==> config.mk <==
export PLATFORM = sky130hd
export DESIGN_NAME = pad_frame_top
export DESIGN_NICKNAME = d
export VERILOG_FILES = /design/src/logic/pad_frame_pkg.sv /design/src/logic/pad_attr_regs.sv /design/src/logic/jtag_overlay_mux.sv /design/src/logic/pad_cell_array.sv /design/src/logic/pad_frame_top.sv
export SDC_FILE = /design/constraint.sdc
export NUM_CORES = 1
export LEC_CHECK = 0
export ABC_AREA = 1
export BUFFER_PORTS_ARGS = -buffer_cell sky130_fd_sc_hd__buf_2
export CAP_MARGIN = 20
export CORE_MARGIN = 2
export CORE_UTILIZATION = 42
export CTS_BUF_LIST = sky130_fd_sc_hd__clkbuf_16
export CTS_CLUSTER_SIZE = 12
export DETAILED_ROUTE_END_ITERATION = 10
export PLACE_DENSITY_LB_ADDON = 0.12
export SLEW_MARGIN = 15
export SYNTH_ARGS = -nofsm -noshare
export SYNTH_HDL_FRONTEND = slang
export SYNTH_SLANG_ARGS = --single-unit
==> constraint.sdc <==
create_clock -name clk_i -period 2.5 [get_ports clk_i]
set_input_delay 0.5 -clock clk_i [delete_from_list [all_inputs] [get_ports clk_i]]
set_output_delay 0.5 -clock clk_i [all_outputs]
set_load 0.01 [all_outputs]
==> src/logic/pad_frame_pkg.sv <==
// Pad frame package
// Pad counts, JTAG overlay indices, pad attribute and APB types

package pad_frame_pkg;

  ////////////////////
  // Pad counts
  ////////////////////

  localparam int num_mio_pads = 8;                            // Muxed pads
  localparam int num_dio_pads = 4;                            // Dedicated pads
  localparam int num_pads     = num_mio_pads + num_dio_pads;  // MIO low, DIO high

  typedef logic [num_pads-1:0]   pad_vec_t;                   // One bit per pad
  typedef logic [1:0]            pad_attr_t;                  // Attribute of one pad
  typedef logic [2*num_pads-1:0] pad_attr_vec_t;              // Pad n at bits 2n+1..2n

  localparam int attr_inv_bit = 0;                            // Invert
  localparam int attr_od_bit  = 1;                            // Open drain

  typedef struct packed {
    pad_vec_t out;                                            // Output level
    pad_vec_t oe;                                             // Output enable
  } pad_drive_t;

  ////////////////////
  // JTAG overlay
  ////////////////////

  localparam int jtag_en_idx = 7;                             // MIO 7
  localparam int tck_idx     = num_mio_pads + 0;              // DIO 0
  localparam int tms_idx     = num_mio_pads + 1;              // DIO 1
  localparam int tdi_idx     = num_mio_pads + 2;              // DIO 2
  localparam int tdo_idx     = num_mio_pads + 3;              // DIO 3

  // TMS pad doubles as an active-low chip select, so park it high
  localparam pad_vec_t jtag_tie_off = pad_vec_t'(1) << tms_idx;

  ////////////////////
  // APB
  ////////////////////

  typedef logic [3:0]  apb_addr_t;
  typedef logic [31:0] apb_data_t;

  typedef struct packed {
    logic      psel;
    logic      penable;
    logic      pwrite;
    apb_addr_t paddr;
    apb_data_t pwdata;
  } apb_req_t;

  typedef struct packed {
    apb_data_t prdata;
    logic      pready;
    logic      pslverr;
  } apb_rsp_t;

  localparam int mio_attr_w = 2 * num_mio_pads;               // 16 bits
  localparam int dio_attr_w = 2 * num_dio_pads;               // 8 bits

  localparam apb_addr_t mio_attr_addr = 4'h0;                 // Bits 15..0
  localparam apb_addr_t dio_attr_addr = 4'h4;                 // Bits 7..0

endpackage : pad_frame_pkg

==> src/logic/pad_attr_regs.sv <==
// Pad attribute registers
// APB slave holding the MIO and DIO invert/open-drain attributes

`timescale 1ns/10ps

module pad_attr_regs
  import pad_frame_pkg::*;
(
  input  logic          clk_i,       // Bus clock
  input  logic          arst_n_i,    // Async reset, active low
  input  apb_req_t      apb_req_i,   // APB request
  output apb_rsp_t      apb_rsp_o,   // APB response
  output pad_attr_vec_t pad_attr_o   // All pad attributes
);

  ////////////////////
  // Decode
  ////////////////////

  logic                  access;     // Access phase of a transfer
  logic                  hit_mio;    // MIO register selected
  logic                  hit_dio;    // DIO register selected
  logic                  mapped;     // Any register selected
  logic                  wr_mio;     // MIO write strobe
  logic                  wr_dio;     // DIO write strobe
  logic [mio_attr_w-1:0] mio_attr_q; // MIO attributes
  logic [dio_attr_w-1:0] dio_attr_q; // DIO attributes
  apb_data_t             rdata;      // Selected read value

  assign access  = apb_req_i.psel & apb_req_i.penable;  // Second cycle of transfer
  assign hit_mio = (apb_req_i.paddr == mio_attr_addr);
  assign hit_dio = (apb_req_i.paddr == dio_attr_addr);
  assign mapped  = hit_mio | hit_dio;

  assign wr_mio = access & apb_req_i.pwrite & hit_mio;
  assign wr_dio = access & apb_req_i.pwrite & hit_dio;

  ////////////////////
  // Registers
  ////////////////////

  always_ff @(posedge clk_i or negedge arst_n_i) begin
    if (!arst_n_i) begin
      mio_attr_q <= '0;                                   // Plain pads after reset
      dio_attr_q <= '0;
    end else begin
      if (wr_mio) begin
        mio_attr_q <= apb_req_i.pwdata[mio_attr_w-1:0];   // Keep low 16 bits
      end
      if (wr_dio) begin
        dio_attr_q <= apb_req_i.pwdata[dio_attr_w-1:0];   // Keep low 8 bits
      end
    end
  end

  ////////////////////
  // Read path
  ////////////////////

  always_comb begin
    rdata = '0;                                           // Unmapped reads as zero
    if (hit_mio) begin
      rdata = apb_data_t'(mio_attr_q);                    // Upper bits zero
    end else if (hit_dio) begin
      rdata = apb_data_t'(dio_attr_q);
    end
  end

  // Response only in the access cycle, no wait states
  assign apb_rsp_o.pready  = access;
  assign apb_rsp_o.pslverr = access & ~mapped;            // Bad address
  assign apb_rsp_o.prdata  = (access && !apb_req_i.pwrite) ? rdata : '0;

  // DIO pads sit above MIO pads in the attribute vector
  assign pad_attr_o = {dio_attr_q, mio_attr_q};

endmodule : pad_attr_regs

==> src/logic/jtag_overlay_mux.sv <==
// JTAG overlay mux
// Hands four DIO pads to the JTAG port while the enable pad is high

`timescale 1ns/10ps

module jtag_overlay_mux
  import pad_frame_pkg::*;
(
  // Core side
  input  pad_drive_t core_drive_i,   // Core out/oe
  output pad_vec_t   core_in_o,      // Pad inputs seen by core
  // Pad cell side
  input  pad_vec_t   pad_in_i,       // De-inverted pad inputs
  output pad_drive_t mux_drive_o,    // Out/oe toward pad cells
  // JTAG port
  output logic       jtag_tck_o,
  output logic       jtag_tms_o,
  output logic       jtag_tdi_o,
  input  logic       jtag_tdo_i,
  output logic       jtag_active_o   // Overlay engaged
);

  ////////////////////
  // Enable
  ////////////////////

  // Enable pad is sampled straight from the pin, no sync
  assign jtag_active_o = pad_in_i[jtag_en_idx];

  ////////////////////
  // Overlay
  ////////////////////

  always_comb begin
    // Default is full pass-through
    mux_drive_o = core_drive_i;
    core_in_o   = pad_in_i;
    jtag_tck_o  = 1'b0;                              // Parked when inactive
    jtag_tms_o  = 1'b0;
    jtag_tdi_o  = 1'b0;

    if (jtag_active_o) begin
      // Pad to JTAG
      jtag_tck_o = pad_in_i[tck_idx];
      jtag_tms_o = pad_in_i[tms_idx];
      jtag_tdi_o = pad_in_i[tdi_idx];

      // JTAG inputs are never driven
      mux_drive_o.oe[tck_idx] = 1'b0;
      mux_drive_o.oe[tms_idx] = 1'b0;
      mux_drive_o.oe[tdi_idx] = 1'b0;

      // TDO owns its pad
      mux_drive_o.out[tdo_idx] = jtag_tdo_i;
      mux_drive_o.oe[tdo_idx]  = 1'b1;

      // Core sees idle values on the borrowed pads
      core_in_o[tck_idx] = jtag_tie_off[tck_idx];
      core_in_o[tms_idx] = jtag_tie_off[tms_idx];    // CSB held inactive
      core_in_o[tdi_idx] = jtag_tie_off[tdi_idx];
      core_in_o[tdo_idx] = jtag_tie_off[tdo_idx];
    end
  end

endmodule : jtag_overlay_mux

==> src/logic/pad_cell_array.sv <==
// Pad cell array
// Per-pad invert and open-drain behavior between the overlay mux and the pins

`timescale 1ns/10ps

module pad_cell_array
  import pad_frame_pkg::*;
(
  input  pad_attr_vec_t pad_attr_i,  // Attributes from registers
  input  pad_drive_t    drive_i,     // Out/oe from overlay mux
  output pad_vec_t      pad_in_o,    // De-inverted input toward mux
  output pad_vec_t      pad_out_o,   // Pin output level
  output pad_vec_t      pad_oe_o,    // Pin output enable
  input  pad_vec_t      pad_in_i     // Pin input level
);

  ////////////////////
  // Cells
  ////////////////////

  for (genvar i = 0; i < num_pads; i++) begin : g_pad
    pad_attr_t attr;                 // This pad's attribute
    logic      inv;                  // Invert enabled
    logic      od;                   // Open drain enabled
    logic      level;                // Driven level after invert

    assign attr  = pad_attr_i[2*i +: 2];
    assign inv   = attr[attr_inv_bit];
    assign od    = attr[attr_od_bit];
    assign level = drive_i.out[i] ^ inv;

    // Open drain only ever pulls low
    assign pad_out_o[i] = od ? 1'b0 : level;
    assign pad_oe_o[i]  = od ? (drive_i.oe[i] & ~level) : drive_i.oe[i];

    // Input path undoes the invert
    assign pad_in_o[i] = pad_in_i[i] ^ inv;
  end

endmodule : pad_cell_array

==> src/logic/pad_frame_top.sv <==
// Pad frame top level
// Attribute registers, JTAG overlay mux and pad cells for 8 MIO and 4 DIO pads

`timescale 1ns/10ps

module pad_frame_top
  import pad_frame_pkg::*;
(
  input  logic       clk_i,          // APB clock
  input  logic       arst_n_i,       // Async reset, active low
  // Register bus
  input  apb_req_t   apb_req_i,
  output apb_rsp_t   apb_rsp_o,
  // Core side
  input  pad_drive_t core_drive_i,   // Core out/oe
  output pad_vec_t   core_in_o,      // Pad inputs to core
  // Pins
  output pad_vec_t   pad_out_o,
  output pad_vec_t   pad_oe_o,
  input  pad_vec_t   pad_in_i,
  // JTAG port
  output logic       jtag_tck_o,
  output logic       jtag_tms_o,
  output logic       jtag_tdi_o,
  input  logic       jtag_tdo_i,
  output logic       jtag_active_o
);

  pad_attr_vec_t pad_attr;           // Register to cells
  pad_drive_t    mux_drive;          // Mux to cells
  pad_vec_t      pad_in;             // Cells to mux

  ////////////////////
  // Registers
  ////////////////////

  pad_attr_regs pad_attr_regs_inst (
    .clk_i      ( clk_i      ),
    .arst_n_i   ( arst_n_i   ),
    .apb_req_i  ( apb_req_i  ),
    .apb_rsp_o  ( apb_rsp_o  ),
    .pad_attr_o ( pad_attr   )
  );

  ////////////////////
  // Overlay mux
  ////////////////////

  jtag_overlay_mux jtag_overlay_mux_inst (
    .core_drive_i  ( core_drive_i  ),
    .core_in_o     ( core_in_o     ),
    .pad_in_i      ( pad_in        ),  // Already de-inverted
    .mux_drive_o   ( mux_drive     ),
    .jtag_tck_o    ( jtag_tck_o    ),
    .jtag_tms_o    ( jtag_tms_o    ),
    .jtag_tdi_o    ( jtag_tdi_o    ),
    .jtag_tdo_i    ( jtag_tdo_i    ),
    .jtag_active_o ( jtag_active_o )
  );

  ////////////////////
  // Pad cells
  ////////////////////

  pad_cell_array pad_cell_array_inst (
    .pad_attr_i ( pad_attr  ),
    .drive_i    ( mux_drive ),
    .pad_in_o   ( pad_in    ),
    .pad_out_o  ( pad_out_o ),
    .pad_oe_o   ( pad_oe_o  ),
    .pad_in_i   ( pad_in_i  )
  );

endmodule : pad_frame_top

==> flow_summary_export.csv <==
group,metric,value,unit
status,outcome,"complete, no violations",
sta,rsz0062_at_grt,"no",
synth,postSynthAreaPerCell,7.402,µm²
place,place.gp.congestion,0.7811,
routing,drtIter0Drc,56,
cells_and_area,regArea,600.6,µm²
cells_and_area,areaGrowthSynthToFinish,33.06,%
sta,timing.final.crit_share,87.61,%
synth,syn_area,1851,µm²
worst_setup_path,worstSetupEndpointType,"output port",
die,start_util,43.09,%
global_route,antenna_found_initial,0,
die,io_pins,152,
clock_tree,clk_path_buf_depth,2,
global_route,grt_pass1_wl,7921,µm
synth,muxShareOfSynthArea,0,%
synth,yosysSeqAreaShare,32.45,%
routing,firstDrtPassIters,4,
sta,clock_skew,0,ns
worst_setup_path,worstPathRequired,2.00,ns
clock_tree,post_cts_buffers,0,
sta,maxSlewHeadroom,60.75,%
synth,synth_top_family_by_area,"simple AND/OR/NAND/NOR gates",
worst_setup_path,slowest_stage,"dfrtp_1",
hold_path,hold_class,"in2async",
global_route,grt_max_degree,30,
cells_and_area,multiInputGateArea,975.9,µm²
sta,worst_pin_slew,0.5867,ns
die,die_area,4953,µm²
place,hpwl,3756,µm
clock_tree,htree_levels,1,
sta,max_freq,456.6,MHz
clock_tree,hold_buffers,0,
synth,yosys.area.top_type,"dfrtp_1",
place,placed_area,2384,µm²
clock_tree,worstSkewPairLatency,0.25,ns
place,port_buffers,119,
clock_tree,clkTransAtPathRegs,0.06,ns
cells_and_area,antennaDiodeCount,0,
clock_tree,cts_resized,0,
sta,maxSlewViolCount,0,
cells_and_area,fillCellCount,442,
routing,via_count,1877,
routing,routed_wl,4723,µm
worst_setup_path,crit_fanout,9,
synth,synth_area_leaders,"dfrtp_1, nand2_1, inv_1",
synth,synth_fa_ha_area_share,0,%
clock_tree,cts_buffers,3,
synth,synth_top_flop_cell,"dfrtp_1",
cells_and_area,drive_gt1_share,40.66,%
synth,synth_top_area_share,32.45,%
die,die_h,70.38,µm
clock_tree,cts_tree,"yes",
routing,drc,0,
synth,synthCells,250,
synth,synth-xor-area-share,10.41,%
die,core_area,4294,µm²
flow_run,maxCapViolCount,0,
synth,synth.distinct_cells,25,
worst_setup_path,cp_data_arrival_time,1.69,ns
cells_and_area,layout.nets,443,
sta,tns,0,ns
power_and_ir_drop,power,1.284,mW
routing,drtAntennaViolNets,0,
sta,period_needed,2.190,ns
synth,yosysMostFrequentCell,"nand2_1",
sta,timing_hold_violations_final,0,
routing,wl_per_cell,11.35,µm
cells_and_area,final_area,2462,µm²
worst_setup_path,cp_slowest_stage_delay,0.41,ns
clock_tree,cts.sinks,24,
synth,ys_async_sr_fraction,100.0,%
synth,synth_compound_area_share,15.48,%
synth,yosys_warnings,0,
worst_setup_path,startpoint_type,"flop",
power_and_ir_drop,power.density,521.5,nW/µm²
clock_tree,ctsRootBufferMaster,"clkbuf_16",
global_route,grt_pass1_vias,1755,
die,die_w,70.38,µm
sta,setup_viol,0,
worst_setup_path,path_cells,"inv_1, nand2_1, nand2_4, inv_2, or2_2, nand2_1, inv_1, buf_2",
global_route,grt_overflow,0,
power_and_ir_drop,peakVddDrop,0.2699,mV
synth,ys_ff_latch,24,
synth,synth_edf_count,0,
synth,synth-simple-area-share,23.60,%
global_route,grt_usage,19.69,%
power_and_ir_drop,cellLeakagePower,1.435,nW
worst_setup_path,crit_type,"reg2out",
die,fp-row-count,24,
routing,routed_via_density,4.512,
synth,synth_common_cells,"nand2_1, inv_1, nor2_1, dfrtp_1, o21ai_0",
## where the power goes
part           leakage [nW]  switching, mW  internal, mW  total [mW]
Combinational          1.09          0.247         0.196       0.443
Clock                0.0385          0.131         0.214       0.345
Sequential            0.302         0.0566         0.439       0.496
## cell type report
type | instances | area share (%)
timing repair buffer | 119 | 24.19
inverter | 39 | 5.945
clock inverter | 1 | 0.1524
tap | 52 | 2.642
clock buffer | 3 | 3.049
sequential | 24 | 24.39
multi-input combinational | 178 | 39.63
## worst max-delay path, delay by kind of cell, from the launching register on
family                 cells  cell delay, ns
buffers and inverters      4            0.40
flip-flops                 1            0.41
AND/OR/NAND/NOR            4            0.61
## cell families after synthesis
logic type / after synthesis
AO/OA/AOI/OAI: 44
XOR/XNOR: 22
buffers and inverters: 63
flip-flops: 24
other: 1
AND/OR/NAND/NOR: 96
## layout by cell type (no fill, tap or decap)
cell type and count:
o21ai_0 21, a21oi_2 5, clkinv_1 1, xor2_1 7, nand2_4 2, dfrtp_1 24
buf_2 119, inv_1 37, xnor2_1 15, nor2_1 30, o21ai_2 10, a21oi_1 4
nand3_1 8, nor2_2 1, inv_2 2, or2_2 1, clkbuf_16 3, a211oi_1 4
nor3_1 5, nor2_4 2, nor2_8 1, nand3b_1 1, nand2_1 43, conb_1 16
nand2_2 2
## registers in the layout (all words and copies together), names as in the netlist
signal / flops
pad_attr_regs_inst.dio_attr_q: 8
pad_attr_regs_inst.mio_attr_q: 16
## per-layer routing
metal / GRT usage (%) / vias up / wire (µm)
li1: - / 968 / -
met1: 23.41 / 832 / 1940
met2: 35.01 / 73 / 2383
met3: 4.329 / 4 / 355
met4: 6.197 / 0 / 42
met5: 0 / - / 0
## per-stage QoR
stage / setup slack, ns / utilization (%) / instances / hold WS [ns]
after floorplan: 0.7185 / - / 265 / 0.2044
after global placement: 0.4218 / 55.51 / 412 / 0.4907
after detailed placement: 0.3843 / 55.51 / 412 / 0.4934
after CTS: 0.2979 / 57.34 / 416 / 0.2398
after global routing: 0.1998 / 57.34 / 416 / 0.2654
final: 0.3097 / 57.34 / 416 / 0.2217
## worst paths after layout
| kind | cells past startpoint | slack [ns] | to | from |
|---|---|---|---|---|
| max | 8 | 0.31 | pad_oe_o[11] | pad_attr_regs_inst.mio_attr_q[14] |
| max reg2reg | 2 | 1.75 | pad_attr_regs_inst.mio_attr_q[2] | pad_attr_regs_inst.mio_attr_q[2] |
| max in group asynchronous | 1 | 1.92 | pad_attr_regs_inst.mio_attr_q[15] | arst_n_i |
| min in group clk_i | 3 | 0.48 | pad_attr_regs_inst.mio_attr_q[10] | apb_req_i[10] |
| min | 1 | 0.22 | pad_attr_regs_inst.mio_attr_q[1] | arst_n_i |
| min reg2reg | 2 | 0.51 | pad_attr_regs_inst.mio_attr_q[1] | pad_attr_regs_inst.mio_attr_q[1] |
Power figures use the tool's default switching activity.
